**src/source/fprf_consts.svh**
```systemverilog
// Sizing constants for the floating-point physical register file.
// Include this wherever tag widths, lane counts or the canonical NaN are needed.

`ifndef FPRF_CONSTS_SVH
`define FPRF_CONSTS_SVH

// **************************************************
// register file geometry
// **************************************************

`define NUM_PHYS_FREGS 64           // physical fp registers.
`define PHREG_W        6            // bits in a physical tag.

// **************************************************
// write lanes
// **************************************************

`define FP_WB_LANES    2            // unit writeback lanes, host lane is extra.

// **************************************************
// floating-point encodings
// **************************************************

`define CANON_NAN_S    32'h7FC0_0000 // canonical quiet nan, single.

`endif
```
**src/source/fprf_pkg.sv**
```systemverilog
// Shared types for the FP register file, the operand-read stage and the host port.
// Modules pull these in with a wildcard import in their header.

package fprf_pkg;

    `include "fprf_consts.svh"

    typedef logic [`PHREG_W-1:0] phreg_t;   // physical register tag.
    typedef logic [63:0]         bus64_t;   // raw register word.

    // double precision layout, ieee 754 binary64.
    typedef struct packed {
        logic        sign;
        logic [10:0] exp;
        logic [51:0] mant;
    } fp_double_t;

    // single precision held in a 64-bit register.
    // upper half must be all ones for a valid box.
    typedef struct packed {
        logic [31:0] box;                   // nan-box, all ones if valid.
        logic        sign;
        logic [7:0]  exp;
        logic [22:0] mant;
    } fp_single_boxed_t;

    // one register word, two decodes.
    typedef union packed {
        fp_double_t       dp;               // double view.
        fp_single_boxed_t sp;               // boxed single view.
    } fp_word_u;

endpackage

```
**src/source/fp_operand_read.sv**
```systemverilog
// Operand-read stage: drives the three register file read ports for an issued instruction.
// Single-format operands are NaN-boxed checked; port 3 is lent to the host when rs3 is idle.

`timescale 1ns/1ps

`include "fprf_consts.svh"

module fp_operand_read
    import fprf_pkg::*;
(
    input  logic   clk_i,
    input  logic   rstn_i,
    // issue side.
    input  logic   iss_valid_i,
    input  logic   iss_single_i,
    input  logic   iss_use_rs3_i,
    input  phreg_t iss_rs1_i,
    input  phreg_t iss_rs2_i,
    input  phreg_t iss_rs3_i,
    // register file read ports.
    output phreg_t rd_addr1_o,
    output phreg_t rd_addr2_o,
    output phreg_t rd_addr3_o,
    input  bus64_t rd_data1_i,
    input  bus64_t rd_data2_i,
    input  bus64_t rd_data3_i,
    // host borrow of port 3.
    input  logic   host_rd_req_i,
    input  phreg_t host_rd_tag_i,
    output logic   host_rd_gnt_o,
    output bus64_t host_rd_data_o,
    // registered operands.
    output logic   op_valid_o,
    output bus64_t op1_o,
    output bus64_t op2_o,
    output bus64_t op3_o
);

    logic rs3_busy;                                // port 3 owned by the issue.

    // replace a badly boxed single with the canonical nan.
    function automatic bus64_t nan_box(input bus64_t raw, input logic single);
        fp_word_u w;
        w = raw;
        if (single && (w.sp.box != '1)) begin
            w.sp.box                       = '1;
            {w.sp.sign, w.sp.exp, w.sp.mant} = `CANON_NAN_S;
        end
        return bus64_t'(w);
    endfunction

    // **************************************************
    // read port steering
    // **************************************************

    assign rs3_busy       = iss_valid_i && iss_use_rs3_i;
    assign rd_addr1_o     = iss_rs1_i;
    assign rd_addr2_o     = iss_rs2_i;
    assign rd_addr3_o     = rs3_busy ? iss_rs3_i : host_rd_tag_i;
    assign host_rd_gnt_o  = host_rd_req_i && !rs3_busy;   // host waits behind fma.
    assign host_rd_data_o = rd_data3_i;                   // raw word without boxing.

    // **************************************************
    // operand registers
    // **************************************************

    always_ff @(posedge clk_i) begin
        if (!rstn_i) begin
            op_valid_o <= 1'b0;
        end else begin
            op_valid_o <= iss_valid_i;
        end
    end

    always_ff @(posedge clk_i) begin
        if (iss_valid_i) begin
            op1_o <= nan_box(rd_data1_i, iss_single_i);
            op2_o <= nan_box(rd_data2_i, iss_single_i);
            op3_o <= iss_use_rs3_i ? nan_box(rd_data3_i, iss_single_i) : '0;
        end
    end

    // a refused host read stays pending on the same tag.
    a_host_req_held: assert property (
        @(posedge clk_i) disable iff (!rstn_i)
        (host_rd_req_i && !host_rd_gnt_o) |=> (host_rd_req_i && $stable(host_rd_tag_i))
    ) else $error("host read request dropped or changed before grant");

endmodule

```
**config.mk**
```make
export PLATFORM = sky130hd
export DESIGN_NAME = fp_operand_read
export DESIGN_NICKNAME = d
export VERILOG_FILES = /design/src/source/fprf_pkg.sv /design/src/source/fp_operand_read.sv
export VERILOG_INCLUDE_DIRS = /design/src /design/src/source
export SDC_FILE = /design/constraint.sdc
export NUM_CORES = 1
export LEC_CHECK = 0
export ABC_AREA = 0
export BUFFER_PORTS_ARGS = -buffer_cell sky130_fd_sc_hd__buf_2
export CAP_MARGIN = 20
export CORE_AREA = 2 2 192 194
export DETAILED_ROUTE_END_ITERATION = 10
export DIE_AREA = 0 0 194 196
export PLACE_DENSITY = 0.59
export SYNTH_ARGS = -nofsm -noshare
export SYNTH_HDL_FRONTEND = slang
export SYNTH_SLANG_ARGS = --single-unit
```
**constraint.sdc**
```tcl
create_clock -name clk_i -period 1.5 [get_ports clk_i]
set_input_delay 0.3 -clock clk_i [delete_from_list [all_inputs] [get_ports clk_i]]
set_output_delay 0.3 -clock clk_i [all_outputs]
set_load 0.01 [all_outputs]
```
Word-level counts from Yosys, hierarchy flattened
Cells that the tools add are included.
W data, S select, Z words.
{"block": "classes", "eq_ne": 3, "reduce_logical": 7, "muxes": 2, "addsub": 0, "div": 0, "bitwise": 1, "shift": 0, "multipliers": 0, "order_cmp": 0}
{"op": "$ne A32 B32 Y1 const B", "count": 3}
{"op": "$mux W64", "count": 1}
{"op": "$mux W6", "count": 1}
{"op": "$logic_and A1 B1 Y1", "count": 5}
{"op": "$reduce_or A2 Y1", "count": 1}
{"op": "$logic_not A1 Y1", "count": 1}
{"op": "$not A1 Y1", "count": 1}
{"block": "totals", "latchBits": 0, "mem_bits_rw": 0, "memories": 0, "romBits": 0, "out_inout_bits": 276, "inputBits": 222, "regBits": 193, "word_cells": 18}

Depth between registers and ports, before layout
{"block": "logic_depth", "word_depth": 3, "depth_mapped": 5}

Worst setup path after synthesis
Ideal clock, no wire load.
{"block": "synth_path", "kind": "in2reg", "from": "in rd_data1_i[47]", "to": "reg op1_o[50], data pin", "slack_ns": 0.028, "required_time_ns": 1.241, "arrival_time_ns": 1.213, "path_stages": 5, "path_cell_list": "nand4_1 nor4_2 a21boi_2 buf_6 or2_1"}
{"block": "synth_between", "elab_chain_len": 2}
{"item": "start, declared", "line": "fp_operand_read.sv:24", "text": "input bus64_t rd_data1_i,"}
{"item": "$ne A32 B32 Y1", "line": "fp_operand_read.sv:45", "text": "if (single && (w.sp.box != '1)) begin"}
{"item": "$logic_and A1 B1 Y1", "line": "fp_operand_read.sv:45"}
{"item": "end signal, assigned", "line": "fp_operand_read.sv:77", "text": "op1_o <= nan_box(rd_data1_i, iss_single_i);"}
{"item": "end, declared", "line": "fp_operand_read.sv:34", "text": "output bus64_t op1_o,"}
No other way between the ends.
A chain may end at the register's enable or synchronous reset.

Worst setup path in the final report
{"block": "layout_path", "from": "in rd_data2_i[45]", "to": "reg op2_o[1], data pin"}
{"block": "layout_between", "elab_chain_len": 2}
{"item": "start, declared", "line": "fp_operand_read.sv:25", "text": "input bus64_t rd_data2_i,"}
{"item": "$ne A32 B32 Y1", "line": "fp_operand_read.sv:45"}
{"item": "$logic_and A1 B1 Y1", "line": "fp_operand_read.sv:45"}
{"item": "end signal, assigned", "line": "fp_operand_read.sv:78", "text": "op2_o <= nan_box(rd_data2_i, iss_single_i);"}
{"item": "end, declared", "line": "fp_operand_read.sv:35", "text": "output bus64_t op2_o,"}
No other way between the ends.

==> results.py <==
metrics = {
    "layout": {
        "layout.nets": 1238,
        "area_delta_synth_final_pct": 43.0,
        "stdcell_area_mm2": 0.0117,
        "fin_cells": 1497,
        "diodes": 0,
        "post_route_cells_drive_above_1_share_pct": 57.5,
        "fillers": 3644,
    },
    "grt": {
        "grt_max_degree": 67,
        "grt_pass1_wl_um": 38200,
        "overflow": 0,
        "grt_usage_pct": 13.5,
        "grt_antenna_before_repair": 1,
        "grt_pass1_vias": 6152,
    },
    "synthesis": {
        "synth_area_mm2": 0.00815,
        "synthArstFlopShare_pct": 0,
        "synth-seq-cells": 193,
        "syn_avg_cell_area_um2": 14.8,
        "synth_common_cells": "edfxtp_1, or2_1, buf_4",
        "ys_seq_area_share_pct": 71.0,
        "yosys.area.top_type": "edfxtp_1",
        "synth_most_common_cell": "edfxtp_1",
        "ys.flop_type": "edfxtp_1",
        "synth_nets": 774,
        "synth_cells": 552,
        "synth_edf_count": 192,
        "yosysUniqueCellTypes": 20,
        "synth_area_leaders": "edfxtp_1, buf_4, or2_1",
        "synth_warnings": 0,
        "synth_top_area_share_pct": 70.7,
    },
    "power": {
        "clockPowerShare_pct": 35.0,
        "switching_share_pct": 25.7,
        "switching_power_mw": 3.30,
        "p_comb_share_pct": 14.4,
        "power_density_mw_per_mm2": 1100,
        "p_leak_nw": 4.99,
        "p_seq_share_pct": 50.6,
        "power.internal_mw": 9.56,
        "ir_drop_mv": 0.758,
    },
    "setup_path": {
        "end_kind": "register",
        "required_ns": 1.70,
        "critical_path_class": "input port to register",
        "critical_path_peak_fanout": 12,
        "cp.arrival_ns": 1.61,
        "crit_path_start_kind": "input port",
    },
    "die": {
        "die_w_um": 194,
        "chipHeight_um": 196,
        "core-area_mm2": 0.0361,
        "start_util_pct": 22.6,
        "num_rows": 70,
        "dieArea_mm2": 0.0380,
        "io_pins": 498,
    },
    "timing": {
        "fin_crit_ns": 1.41,
        "finalMaxSlewViolations": 0,
        "hold_viol": 0,
        "fmax_mhz": 708,
        "rsz0062_at_grt": "false",
        "setup_tns_ns": 0,
        "setup_viol": 0,
        "relSlewSlack_pct": 59.7,
        "fin_crit_sh_pct": 94.2,
        "tightest_slew_ns": 0.603,
    },
    "clock_tree": {
        "htreeDepth": 4,
        "cts.root.buffer_cell": "clkbuf_16",
        "numCtsBuffers": 17,
        "cts_tree": "built",
        "cts_buffer_depth": 2,
        "clock_sinks": 193,
        "clk_pin_slew_ns": 0.07,
    },
    "min_path": {
        "hold_end": "op_valid_o",
        "hold_depth": 2,
        "hold_class": "input port to register",
        "worstHoldStart": "rstn_i",
    },
    "placed_design": {
        "hpwl_um": 20400,
        "dpl_cell_area_mm2": 0.0110,
        "port-buffer-count": 473,
        "dp_cells": 1461,
        "place_congestion": 0.851,
    },
    "drt": {
        "drt-total-wl_um": 26500,
        "wire_per_inst_um": 17.7,
        "drc_errors": 0,
        "vias": 6109,
        "viasPerCell": 4.08,
        "first_iter_violations": 197,
        "drt_pass1_iterations": 4,
        "ant_nets": 0,
    },
    "run_status": {
        "outcome": "finished clean",
    },
    "job": {
        "drv_cap": 0,
    },
}
## sequential cells by signal (all words and copies together) (netlist names)
name,cells
op1_o,64
op2_o,64
op3_o,64
op_valid_o,1
## what timing repair did
| action | CTS | global route |
|---|---|---|
| hold buffers | 0 | 0 |
| endpoints found under the setup margin | 58 | 30 |
| cloned | 1 | 1 |
| resized for setup | 3 | 2 |
| pin swaps | 1 | 3 |
| setup buffers | 0 | 2 |
## routing by layer
layer / part of all wire, % / track usage, %
met3: 7.9 / 4.42
met4: 2.6 / 5.11
met5: 0 / 0
met1: 40 / 15.8
met2: 50 / 23.2
## cell type report
class	count	area [µm²]	share of cell area (%)
flip-flops and latches	193	5790	49.6
repair buffers	545	3020	25.9
multi-input cells	259	1700	14.6
well taps	468	586	5.02
clock buffers	18	429	3.68
clock inverters	14	136	1.17
## worst max-delay path, stage by stage
cell,delay (ns)
buf_2,0.11
nand4_1,0.15
nor4_4,0.06
buf_4,0.17
a21boi_4,0.46
buf_12,0.18
and2b_1,0.17
## worst max-delay path by stage
stage	start	to	slack (ns)	cells past startpoint
finish	rd_data2_i[45]	op2_o[1]	0.09	7
global route	rd_data2_i[45]	op2_o[1]	0.04	7
CTS	rd_data2_i[52]	op2_o[52]	-0.008	5
detailed placement	rd_data2_i[51]	op2_o[18]	-0.61	6
global placement	rd_data2_i[51]	op2_o[17]	-0.59	6
floorplan	rd_data1_i[47]	op1_o[50]	0.03	5
## through the flow
step	power, mW	setup WS [ns]	util (%)	hold WS (ns)
floorplan	7.41	0.0278	-	0.412
global placement	8.48	-0.588	30.5	0.510
detailed placement	8.50	-0.609	30.5	0.518
CTS	13.1	-0.00849	32.2	0.0314
global route	13.4	0.0367	32.3	0.0379
finish	12.9	0.0867	32.3	0.0720
## power groups by stage
| stage | Combinational (mW) | Sequential (mW) | Clock [mW] |
|---|---|---|---|
| floorplan | 0.537 | 6.87 | 0 |
| global placement | 1.85 | 6.63 | 0 |
| detailed placement | 1.86 | 6.64 | 0 |
| CTS | 1.87 | 6.52 | 4.65 |
| global route | 2.00 | 6.56 | 4.86 |
| finish | 1.85 | 6.51 | 4.50 |
## cell families after synthesis
group           count (synthesis)  share of synthesized area, %
flops                         193                          71.0
compound gates                 44                          4.14
simple gates                  207                          14.9
buf+inv                       102                          9.18
mux                             6                         0.829
## layout by cell type, fill, tap and decap left out, types with 3 or more instances in the layout
| cell | n |
|---|---|
| buf_2 | 472 |
| edfxtp_1 | 192 |
| or2_1 | 82 |
| buf_4 | 64 |
| o21a_1 | 41 |
| nor2b_1 | 38 |
| nand4_1 | 24 |
| nand2_1 | 23 |
| nor2_1 | 23 |
| clkbuf_16 | 17 |
| and2b_1 | 8 |
| buf_12 | 8 |
| mux2_2 | 6 |
| a21boi_4 | 4 |
| clkinv_4 | 4 |
| nor4_2 | 3 |
| clkinv_2 | 3 |
(Power assumes the default switching activity.)
