--- src/source/fprf_consts.svh ---
// Sizing constants for the floating-point physical register file.
// Include this wherever tag widths, lane counts or the canonical NaN are needed.

`ifndef FPRF_CONSTS_SVH
`define FPRF_CONSTS_SVH

// **************************************************
// register file geometry
// **************************************************

`define NUM_PHYS_FREGS 64           // physical fp registers.
`define PHREG_W        6            // bits in a physical tag.

// **************************************************
// write lanes
// **************************************************

`define FP_WB_LANES    2            // unit writeback lanes, host lane is extra.

// **************************************************
// floating-point encodings
// **************************************************

`define CANON_NAN_S    32'h7FC0_0000 // canonical quiet nan, single.

`endif
--- src/source/fprf_pkg.sv ---
// Shared types for the FP register file, the operand-read stage and the host port.
// Modules pull these in with a wildcard import in their header.

package fprf_pkg;

    `include "fprf_consts.svh"

    typedef logic [`PHREG_W-1:0] phreg_t;   // physical register tag.
    typedef logic [63:0]         bus64_t;   // raw register word.

    // double precision layout, ieee 754 binary64.
    typedef struct packed {
        logic        sign;
        logic [10:0] exp;
        logic [51:0] mant;
    } fp_double_t;

    // single precision held in a 64-bit register.
    // upper half must be all ones for a valid box.
    typedef struct packed {
        logic [31:0] box;                   // nan-box, all ones if valid.
        logic        sign;
        logic [7:0]  exp;
        logic [22:0] mant;
    } fp_single_boxed_t;

    // one register word, two decodes.
    typedef union packed {
        fp_double_t       dp;               // double view.
        fp_single_boxed_t sp;               // boxed single view.
    } fp_word_u;

endpackage

--- src/source/wb_host_port.sv ---
// Wishbone classic slave for a debug host: 64-bit word access to physical FP registers.
// Writes go out on the host write lane, reads wait for a grant on the shared read port.

`timescale 1ns/1ps

module wb_host_port
    import fprf_pkg::*;
(
    input  logic   clk_i,
    input  logic   rstn_i,
    // wishbone slave.
    input  logic   cyc_i,
    input  logic   stb_i,
    input  logic   we_i,
    input  phreg_t adr_i,
    input  bus64_t dat_i,
    output bus64_t dat_o,
    output logic   ack_o,
    // host write lane.
    output logic   hw_we_o,
    output phreg_t hw_tag_o,
    output bus64_t hw_data_o,
    // shared read port request.
    output logic   host_rd_req_o,
    output phreg_t host_rd_tag_o,
    input  logic   host_rd_gnt_i,
    input  bus64_t host_rd_data_i
);

    logic req_live;                                // strobe not yet acked.
    logic rd_fire;                                 // read granted this cycle.

    // **************************************************
    // bus decode
    // **************************************************

    // ack cycle still has stb high, so mask it off.
    assign req_live = cyc_i && stb_i && !ack_o;

    // write goes straight to the lane in the first cycle.
    assign hw_we_o   = req_live && we_i;
    assign hw_tag_o  = adr_i;
    assign hw_data_o = dat_i;

    // read request held until the port is free.
    assign host_rd_req_o = req_live && !we_i;
    assign host_rd_tag_o = adr_i;
    assign rd_fire       = host_rd_req_o && host_rd_gnt_i;

    // **************************************************
    // ack and read data
    // **************************************************

    // write ack lands one cycle after the lane write and read ack trails the grant.
    always_ff @(posedge clk_i) begin
        if (!rstn_i) begin
            ack_o <= 1'b0;
        end else begin
            ack_o <= hw_we_o || rd_fire;
        end
    end

    // data held until the next granted read.
    always_ff @(posedge clk_i) begin
        if (rd_fire) begin
            dat_o <= host_rd_data_i;
        end
    end

    // the master keeps its strobe up until the ack arrives.
    a_ack_in_cycle: assert property (
        @(posedge clk_i) disable iff (!rstn_i)
        ack_o |-> (cyc_i && stb_i)
    ) else $error("ack_o raised after the master dropped its strobe");

endmodule

--- config.mk ---
export PLATFORM = sky130hd
export DESIGN_NAME = wb_host_port
export DESIGN_NICKNAME = d
export VERILOG_FILES = /design/src/source/fprf_pkg.sv /design/src/source/wb_host_port.sv
export VERILOG_INCLUDE_DIRS = /design/src /design/src/source
export SDC_FILE = /design/constraint.sdc
export NUM_CORES = 1
export LEC_CHECK = 0
export BUFFER_PORTS_ARGS = -buffer_cell sky130_fd_sc_hd__buf_2
export CORE_AREA = 2 2 109 111
export CTS_BUF_LIST = sky130_fd_sc_hd__clkbuf_16
export DETAILED_ROUTE_END_ITERATION = 8
export DIE_AREA = 0 0 111 113
export PLACE_DENSITY = 0.65
export SLEW_MARGIN = 20
export SYNTH_ARGS = -nofsm -noshare
export SYNTH_HDL_FRONTEND = slang
export SYNTH_SLANG_ARGS = --single-unit
--- constraint.sdc ---
create_clock -name clk_i -period 12 [get_ports clk_i]
set_input_delay 2.4 -clock clk_i [delete_from_list [all_inputs] [get_ports clk_i]]
set_output_delay 2.4 -clock clk_i [all_outputs]
set_load 0.01 [all_outputs]
# ---- Yosys cells after proc, flatten, opt, wreduce, memory -nomap -nowiden
# Cells that the tools add are included.
dict set report op_classes {
  reduce_logical 8
}
# operator n
set op_table {}
lappend op_table {{logical AND 1 bit} 5}
lappend op_table {{logical NOT 1 bit} 2}
lappend op_table {{logical OR 1 bit} 1}
dict set report word_totals {
  out_inout_bits 143
  regBits 65
}

# ---- Longest topological paths before layout
# Gate-level depths: netlist of run 1.
dict set report depth {
  word_depth 5
  ltp_mapped 2
}

# ---- Worst setup path after synthesis of run 1
# Ideal clock, no wire load.
dict set report synth_path {
  kind {input to register}
  start {input port stb_i}
  end {register dat_o[0] (enable)}
  n_path_buf 0
  t_required_ns 11.525
  slack_ns 6.506
  cell_stages 2
  arrival_time_ns 5.019
  path_cell_list {nand3b_4 nor3b_2}
}
dict set report synth_between {
  elab_chain_len 4
}
# element line_no
set synth_rtl {}
lappend synth_rtl {{from (decl)} wb_host_port.sv:13} ;# input logic stb_i,
lappend synth_rtl {{logical AND 1 bit (2 in series)} wb_host_port.sv:38} ;# assign req_live = cyc_i && stb_i && !ack_o;
lappend synth_rtl {{logical AND 1 bit} wb_host_port.sv:46} ;# assign host_rd_req_o = req_live && !we_i;
lappend synth_rtl {{logical AND 1 bit} wb_host_port.sv:48} ;# assign rd_fire = host_rd_req_o && host_rd_gnt_i;
lappend synth_rtl {{via rd_fire} wb_host_port.sv:31} ;# logic rd_fire;
lappend synth_rtl {{to (signal assigned)} wb_host_port.sv:66} ;# dat_o <= host_rd_data_i;
lappend synth_rtl {{to (decl)} wb_host_port.sv:17} ;# output bus64_t dat_o,
# The timed path passes the listed nets, and every way through them passes these cells.
# A chain may end at the register's enable or synchronous reset.

# ---- Worst setup path in the final report of run 1
dict set report layout_path {
  start {input port stb_i}
  end {output port host_rd_req_o}
}
dict set report layout_between {
  elab_chain_len 3
}
# element line_no
set layout_rtl {}
lappend layout_rtl {{logical AND 1 bit (2 in series)} wb_host_port.sv:38}
lappend layout_rtl {{logical AND 1 bit} wb_host_port.sv:46}
lappend layout_rtl {{to (decl)} wb_host_port.sv:24} ;# output logic host_rd_req_o,
# No other way between the ends.

==> results of run 1 <==
-- layer usage --
metal,track usage [%],vias up
li1,-,583
met1,7.57,617
met2,12.3,116
met3,6.05,29
met4,5.42,0
met5,0,-
-- where the power goes --
group	internal (mW)	switching (mW)	leakage [nW]
Clock	0.161	0.0963	0.147
Sequential	0.254	0.000836	0.589
Combinational	0.0110	0.00963	0.578
Total	0.426	0.107	1.31
-- worst register-to-register path, delay by kind of cell (launching register included) --
kind | cells | cell delay [ps]
and+or+nand+nor | 2 | 800
buffers and inverters | 1 | 660
DFF | 1 | 310
-- logic make-up (layout without fill, tap and decap cells) --
| group | count (synthesis) | in the layout | share of synthesized area (%) |
|---|---|---|---|
| compound gates | 1 | 1 | 0.195 |
| flops | 65 | 65 | 75.7 |
| simple gates | 5 | 5 | 1.71 |
| buf+inv | 77 | 154 | 22.4 |
-- placed cells by master, fill, tap and decap left out, drive strengths merged --
master	Yosys	final
buf	76	137
nor2	3	3
edfxtp	64	64
clkinv	0	2
nand3b	1	1
dfxtp	1	1
bufinv	0	1
inv	1	4
clkbuf	0	9
clkinvlp	0	1
o21ai	1	1
nor3b	1	1
-- metrics by stage --
step,util [%],cell area [um^2],worst slack (ps)
final,28.0,3160,6770
after global routing,28.0,3160,6730
after CTS,28.0,3160,6760
after detailed placement,25.4,2870,6770
after global placement,25.4,2870,6770
after floorplan,-,2560,6510
-- registers in the layout, summed over array words and instances, names as in the netlist --
signal  cells
dat_o      64
ack_o       1
-- layout make-up --
cell class	instances	area share (%)
sequential	65	61.4
timing repair buffer	137	21.8
clock inverter	7	2.18
multi-input combinational	6	1.74
tap	143	5.66
clock buffer	9	7.12
inverter	1	0.119
-- path summary, 6_finish.rpt --
path,start,end,slack (ps),depth (start not counted)
hold reg to reg,ack_o,ack_o,580,2
hold / removal,ack_o,ack_o,580,2
setup / recovery,stb_i,host_rd_req_o,6770,4
setup reg to reg,ack_o,dat_o[23],9820,3
==> run summary, run 1 <==
routed length on met1 = 1700 um
status = finished, final reports clean
Crit path largest cell delay = 130 ps
global-route wire length before repair = 7400 um
GPL Wtd Cong = 0.668
syn nets = 288
clk sinks = 65
Ant. Diodes = 0
Setup Fix Bufs, Post-CTS = 0
via count = 1345
final worst-path cycle share = 43.6%
most frequent CP cell = buf_2
IO Count = 283
top sig layer = met4
Die Area = 12500 um^2
Slew @ Worst Pin = 693 ps
Die Height = 113 um
drc violations = 0
vias in the first global route = 1428
Routed met2 length = 2460 um
Async SR Flop Fraction = 0%
Slew Viols, Final = 0
initial antenna violation count = 0
post-route ant nets = 0
DR iter-0 viols = 34
Hold WS = 579 ps
RSZ-0062 raised after global routing = false
area of the multi-input gates = 55.1 um^2
DR vias/cell = 3.65
Yosys warnings = 0
placed cells = 352
largest net degree at the start of global routing = 55
wire length per cell = 14.1 um
Die Width = 111 um
clk_lat worst skew = 320 ps
Hold Crit Class = reg -> reg
Std-Cell Core Area = 11300 um^2
Power Total = 533 uW
final setup violation count = 0
Max VDD drop = 73.3 uV
final setup TNS = 0 ps
GRT Residual Overflow = 0
Fin. Hold Viols = 0
register area share after synthesis = 75.7%
syn avg cell area = 17.3 um^2
mapped cell area = 2560 um^2
top-count cell post-synth = buf_4
CTS tree = done
fin cells = 368
IO buf count = 136
Met3 Wirelength = 839 um
startpoint types = primary input
CP cell instances = buf_2 -> nand3b_4 -> nor2_1 -> buf_2
Slew headroom = 53.8%
top cell type by total area after synthesis = edfxtp_1
post-synth top area share = 74.9%
depth of the CTS H-tree = 3
worst path arrival time = 2830 ps
Worst setup EP type = output port
Initial Util = 22.8%
f_max = 191 MHz
crit path time final = 5230 ps
Hold Buf Count CTS = 0
PwrDens = 168 nW/um^2
CP max-delay cell = buf_2
crit-path max FO = 4
CTS resizes = 0
Core Rows = 39
Yosys reg bits = 65
Pleak = 1.31 nW
Routed WL = 5200 um
Req. time, crit path = 9600 ps
gate family responsible for the most delay along the worst path = buffers and inverters
fill count = 1138
P&R area growth vs syn = 23.3%
GRT Total Usage = 8.05%
post-layout net count = 360
clock tree root buffer cell = clkbuf_16
dominant synthesized flop cell = edfxtp_1
ratio of cells with drive above 1 in the final layout = 68.4%
critical path class = in -> out
Buf/Inv on CP = 2
Yosys cell types = 8
top cells by instance count after synthesis = 76 x buf_4, 64 x edfxtp_1, 3 x nor2_1
CTS Buf Count = 9
Syn Inst Count = 148
top post-synthesis cells by area = edfxtp_1 75%, buf_4 22%, dfxtp_1 0.78%
router iterations before antenna repair = 4
Final Skew = 2.57 ps
Reg clk slew, reported paths = 50 ps
FF/Latch Area = 1940 um^2
Post-synth EDFFs = 64
Max Cap Viol = 0
Max Root-Sink Buffers = 2
(Power assumes the default switching activity.)
==> inputs of run 2 (changes only) <==
--- a/config.mk
+++ b/config.mk
@@ -11,7 +11,7 @@
 export CTS_BUF_LIST = sky130_fd_sc_hd__clkbuf_16
 export DETAILED_ROUTE_END_ITERATION = 8
 export DIE_AREA = 0 0 111 113
-export PLACE_DENSITY = 0.65
+export PLACE_DENSITY = 0.67
 export SLEW_MARGIN = 20
 export SYNTH_ARGS = -nofsm -noshare
 export SYNTH_HDL_FRONTEND = slang
==> constraint.sdc (replaced) <==
create_clock -name clk_i -period 4.46 [get_ports clk_i]
set_input_delay 0.892 -clock clk_i [delete_from_list [all_inputs] [get_ports clk_i]]
set_output_delay 0.892 -clock clk_i [all_outputs]
set_load 0.01 [all_outputs]
==> run 2 against run 1 <==
- wire length increased by 5.3%
- non-clock buffer count is the same
- final cell count is the same
- final area is 0.51% higher
- register-to-register slack worse by 7100 ps
- worst hold slack improved by 15 ps
- count of clock-buffer cells in the layout is the same
- combinational power rose to 2.7 times the previous value
- highest routed layer unchanged
==> run summary, run 2 (synthesis gave the netlist of run 1 again) <==
GRT Residual Overflow = 0 (unchanged)
IO Count = 283 (unchanged)
crit path time final = 2250 ps
global-route wire length before repair = 7820 um (+5.6%)
initial antenna violation count = 0 (unchanged)
Final Skew = 8.37 ps (+5.80 ps)
area of the multi-input gates = 55.1 um^2 (unchanged)
GRT Total Usage = 8.56% (+0.51 points)
via count = 1349 (+0.30%)
biggest regs = dat_o (64), ack_o (1)
leading cell types in the layout, fill and taps excluded = 136 x buf_2, 64 x edfxtp_1, 9 x clkbuf_16
final worst-path cycle share = 50.4%
Hold Buf Count CTS = 0 (unchanged)
Req. time, crit path = 3570 ps (-6030 ps)
clk sinks = 65 (unchanged)
Max Root-Sink Buffers = 2 (unchanged)
Die Area = 12500 um^2 (unchanged)
final setup violation count = 0 (unchanged)
RSZ-0062 raised after global routing = false
Slew headroom = 47.5% (-6.3 points)
CTS tree = done
CP max-delay cell = buf_2
Max VDD drop = 228 uV (+210%)
max reg flops = 64 (unchanged)
Fin. Hold Viols = 0 (unchanged)
DR vias/cell = 3.67 (+0.30%)
Slew @ Worst Pin = 787 ps (+94.6 ps)
drc violations = 0 (unchanged)
DR iter-0 viols = 22 (-35%)
Routed WL = 5480 um (+5.3%)
post-route ant nets = 0 (unchanged)
Pleak = 1.31 nW (about the same)
CTS resizes = 0 (unchanged)
clk_lat worst skew = 320 ps (about the same)
commonest non-fill, non-tap cell in the layout = buf_2
most frequent CP cell = buf_2
Slew Viols, Final = 0 (unchanged)
vias in the first global route = 1433 (+0.35%)
fill count = 1120 (-1.6%)
PwrDens = 460 nW/um^2 (+170%)
IO buf count = 136 (unchanged)
Max Cap Viol = 0 (unchanged)
Worst setup EP type = output port
clock tree root buffer cell = clkbuf_16
P&R area growth vs syn = 23.9%
Reg clk slew, reported paths = 60 ps (about the same)
router iterations before antenna repair = 4 (unchanged)
Ant. Diodes = 0 (unchanged)
final setup TNS = 0 ps (unchanged)
largest net degree at the start of global routing = 65 (+18%)
worst path arrival time = 1360 ps (-1470 ps)
Die Height = 113 um (unchanged)
Setup Fix Bufs, Post-CTS = 0 (unchanged)
Std-Cell Core Area = 11300 um^2 (unchanged)
wire length per cell = 14.9 um (+5.3%)
Crit path largest cell delay = 140 ps (about the same)
critical path class = in -> out
Die Width = 111 um (unchanged)
Hold Crit Class = reg -> reg
Power Total = 1.46 mW (+170%)
f_max = 445 MHz
CTS Buf Count = 9 (unchanged)
hpwl dp = 4190 um
crit-path max FO = 4 (unchanged)
status = finished, final reports clean
Top reg by flops = dat_o
CP cell instances = buf_2 -> nand3b_4 -> nor2_1 -> buf_2
Core Rows = 39 (unchanged)
Initial Util = 22.8% (unchanged)
ratio of cells with drive above 1 in the final layout = 68.9% (+0.44 points)
depth of the CTS H-tree = 3 (unchanged)
post-layout net count = 360 (unchanged)
GPL Wtd Cong = 0.676 (+1.2%)
FF/Latch Area = 1940 um^2 (unchanged)
startpoint types = primary input
==> run 2: critical path: cells and delay by family <==
kind,cells,cell delay (ps)
buffers and inverters,2,250
and+or+nand+nor,2,220
==> run 2: worst paths after layout <==
| check | start | end | slack [ps] | cells past startpoint |
|---|---|---|---|---|
| worst max register to register | ack_o | dat_o[53] | 2710 | 3 |
| worst min register to register | ack_o | ack_o | 590 | 2 |
| worst max-delay path | cyc_i | hw_we_o | 2210 | 4 |
| worst min-delay path | ack_o | ack_o | 590 | 2 |
==> run 2: metal layers <==
metal  vias up  GRT usage (%)  share of wire, %
met5         -              0                 0
met4         0           6.42               5.3
met3        36           5.14                14
met2       115           13.7                48
met1       612           8.03                33
li1        586              -                 -
==> run 2: layout make-up <==
cell class	instances	share of cell area (%)
flip-flops and latches	65	61.1
clock inverters	7	2.68
clock buffers	9	7.09
inverters	1	0.118
repair buffers	137	21.7
well taps	143	5.63
multi-input cells	6	1.73
==> run 2: where the power goes <==
part,total (mW),internal (mW),switching [mW]
combinational,0.0565,0.0297,0.0268
sequential,0.687,0.684,0.00249
clock,0.720,0.444,0.276
total,1.46,1.16,0.305
==> run 2: metrics by stage <==
stage	utilization (%)	worst slack (ps)	hold WS (ps)	instance area, um^2	instances
floorplan	-	474	604	2560	148
global placement	25.4	2130	564	2870	352
detailed placement	25.4	2080	584	2870	352
CTS	28.2	2190	597	3180	368
global route	28.2	2170	638	3180	368
finish	28.2	2210	594	3180	368
==> inputs of run 3 (changes only) <==
--- a/config.mk
+++ b/config.mk
@@ -7,11 +7,11 @@
 export NUM_CORES = 1
 export LEC_CHECK = 0
 export BUFFER_PORTS_ARGS = -buffer_cell sky130_fd_sc_hd__buf_2
-export CORE_AREA = 2 2 109 111
+export CORE_AREA = 2 2 110 112
 export CTS_BUF_LIST = sky130_fd_sc_hd__clkbuf_16
 export DETAILED_ROUTE_END_ITERATION = 8
-export DIE_AREA = 0 0 111 113
-export PLACE_DENSITY = 0.67
+export DIE_AREA = 0 0 112 114
+export PLACE_DENSITY = 0.64
 export SLEW_MARGIN = 20
 export SYNTH_ARGS = -nofsm -noshare
 export SYNTH_HDL_FRONTEND = slang
==> constraint.sdc (replaced) <==
create_clock -name clk_i -period 2.1 [get_ports clk_i]
set_input_delay 0.42 -clock clk_i [delete_from_list [all_inputs] [get_ports clk_i]]
set_output_delay 0.42 -clock clk_i [all_outputs]
set_load 0.01 [all_outputs]
==> run 3 against run 2 <==
- non-clock buffer count unchanged
- final area increased by 0.35%
- clock skew shrank 3.9 ps
- core utilization fell by 0.96 points
- global-route usage increased by 0.69 points
- critical endpoint is now host_rd_req_o
- largest cell class unchanged
- worst hold slack got worse by 320 ps
==> run summary, run 3 (synthesis gave the netlist of run 1 again) <==
DR vias/cell = 3.61 (-1.6%)
max reg flops = 64 (unchanged)
clk_lat worst skew = 320 ps (about the same)
depth of the CTS H-tree = 3 (unchanged)
GRT Residual Overflow = 0 (unchanged)
Fin. Hold Viols = 0 (unchanged)
Hold Crit Class = in -> reg
Die Height = 114 um (+0.88%)
final setup violation count = 0 (unchanged)
Setup Fix Bufs, Post-CTS = 0 (unchanged)
P&R area growth vs syn = 24.3%
f_max = 681 MHz
GR Util met2 = 16.3% (+2.5 points)
GPL Wtd Cong = 0.741 (+9.7%)
largest net degree at the start of global routing = 65 (unchanged)
Top Usage Layer GRT = met2
post-route core utilization = 27.2% (-0.96 points)
DR iter-0 viols = 104 (+370%)
GRT Total Usage = 9.25% (+0.69 points)
grt met1 use = 7.01% (-1.0 points)
cells on worst reg2reg path = 3 (unchanged)
Reg2Reg Setup Slack = 700 ps (-2010 ps)
IO buf count = 136 (unchanged)
wire length per cell = 17.2 um (+16%)
startpoint of the worst-slack reg-to-reg timing path = ack_o
fill count = 1191 (+6.3%)
Std-Cell Core Area = 11700 um^2 (+3.9%)
CTS Buf Count = 9 (unchanged)
Die Area = 12800 um^2 (+1.8%)
biggest regs = dat_o (64), ack_o (1)
fin area = 3190 um^2 (+0.35%)
Top reg by flops = dat_o
Routed WL = 6390 um (+17%)
Logic pwr share = 3.9% (about the same)
router iterations before antenna repair = 4 (unchanged)
Initial Util = 21.9% (-0.85 points)
fin cells = 372 (+1.1%)
internal power = 2.53 mW (+120%)
Sequential Power Share = 47.6% (+0.7 points)
Pleak = 1.33 nW (+1.1%)
Slew headroom = 77.8% (+30 points)
Max Cap Viol = 0 (unchanged)
P_sw = 531 uW (+74%)
Slew Viols, Final = 0 (unchanged)
vias in the first global route = 1291 (-9.9%)
leading cell types in the layout, fill and taps excluded = 136 x buf_2, 64 x edfxtp_1, 9 x clkbuf_16
final setup TNS = 0 ps (unchanged)
IO Count = 283 (unchanged)
commonest non-fill, non-tap cell in the layout = buf_2
CTS tree = done
Max VDD drop = 559 uV (+150%)
post-layout net count = 360 (unchanged)
post-route ant nets = 0 (unchanged)
global-route wire length before repair = 8350 um (+6.8%)
status = finished, final reports clean
PwrDens = 961 nW/um^2 (+110%)
CTS resizes = 0 (unchanged)
placed cell area = 2890 um^2 (+0.61%)
clk sinks = 65 (unchanged)
initial antenna violation count = 0 (unchanged)
Hold Buf Count CTS = 0 (unchanged)
Critical Path Start = ack_o
end of the critical path = host_rd_req_o
worst path arrival time = 1050 ps (-310 ps)
ratio of cells with drive above 1 in the final layout = 66.7% (-2.2 points)
Core Rows = 40 (+2.6%)
Die Width = 112 um (+0.90%)
via count = 1342 (-0.52%)
Worst setup EP type = output port
Final Skew = 4.52 ps (-3.85 ps)
area of the multi-input gates = 55.1 um^2 (unchanged)
Slew @ Worst Pin = 333 ps (-454 ps)
Req. time, crit path = 1680 ps (-1890 ps)
placed cells = 356 (+1.1%)
Max Root-Sink Buffers = 2 (unchanged)
Clk network pwr share = 48.5% (-0.7 points)
startpoint types = flip-flop
final worst-path cycle share = 69.9%
Worst R2R End = dat_o[40]
FF/Latch Area = 1940 um^2 (unchanged)
Power Total = 3.07 mW (+110%)
drc violations = 0 (unchanged)
switching share of power = 17.3% (-3.5 points)
Reg clk slew, reported paths = 50 ps (about the same)
critical path class = reg -> out
crit-path max FO = 4 (unchanged)
met3 Usage GRT = 7.44% (+2.3 points)
crit path time final = 1470 ps
RSZ-0062 raised after global routing = false
Ant. Diodes = 0 (unchanged)
clock tree root buffer cell = clkbuf_16
run 3: changes by cell type in the layout (fill, tap and decap cells not counted), sizes merged:
cell      change
bufinv        +1
clkinv        +2
clkinvlp      -2
inv           -1
run 3: worst min-delay path by stage:
| stage | start | end | cells past startpoint |
|---|---|---|---|
| floorplan | host_rd_data_i[0] | dat_o[0] | 0 |
| global placement | ack_o | ack_o | 2 |
| detailed placement | ack_o | ack_o | 2 |
| CTS | host_rd_data_i[9] | dat_o[9] | 1 |
| global route | host_rd_data_i[25] | dat_o[25] | 1 |
| finish | host_rd_data_i[9] | dat_o[9] | 1 |
run 3: power groups by stage:
stage	clock network (mW)	registers [mW]	logic (mW)
after global routing	1.60	1.46	0.132
after global placement	0	1.48	0.119
after floorplan	0	1.50	0.165
final	1.49	1.46	0.120
after detailed placement	0	1.49	0.122
after CTS	1.54	1.46	0.123
run 3: layer usage:
| layer | wire, um | up-vias | share of wire, % |
|---|---|---|---|
| li1 | - | 586 | - |
| met1 | 1720 | 576 | 27 |
| met2 | 3300 | 159 | 52 |
| met3 | 1230 | 21 | 19 |
| met4 | 145 | 0 | 2.3 |
| met5 | 0 | - | 0 |
run 3: final cells by class:
class	instances	area share (%)
sequential	65	60.9
timing repair buffer	137	22.0
clock buffer	9	7.06
tap	147	5.77
clock inverter	7	2.47
multi-input combinational	6	1.73
inverter	1	0.118
run 3: through the flow:
| stage | hold WS, ps | worst slack [ps] |
|---|---|---|
| finish | 274 | 632 |
| global route | 255 | 574 |
| CTS | 257 | 597 |
| detailed placement | 570 | 540 |
| global placement | 545 | 578 |
| floorplan | 519 | -506 |
run 3: critical path: stages, from the launching register on:
cell and delay (ps):
dfxtp_1 310, nand3b_4 180, nor2_1 100, buf_2 140
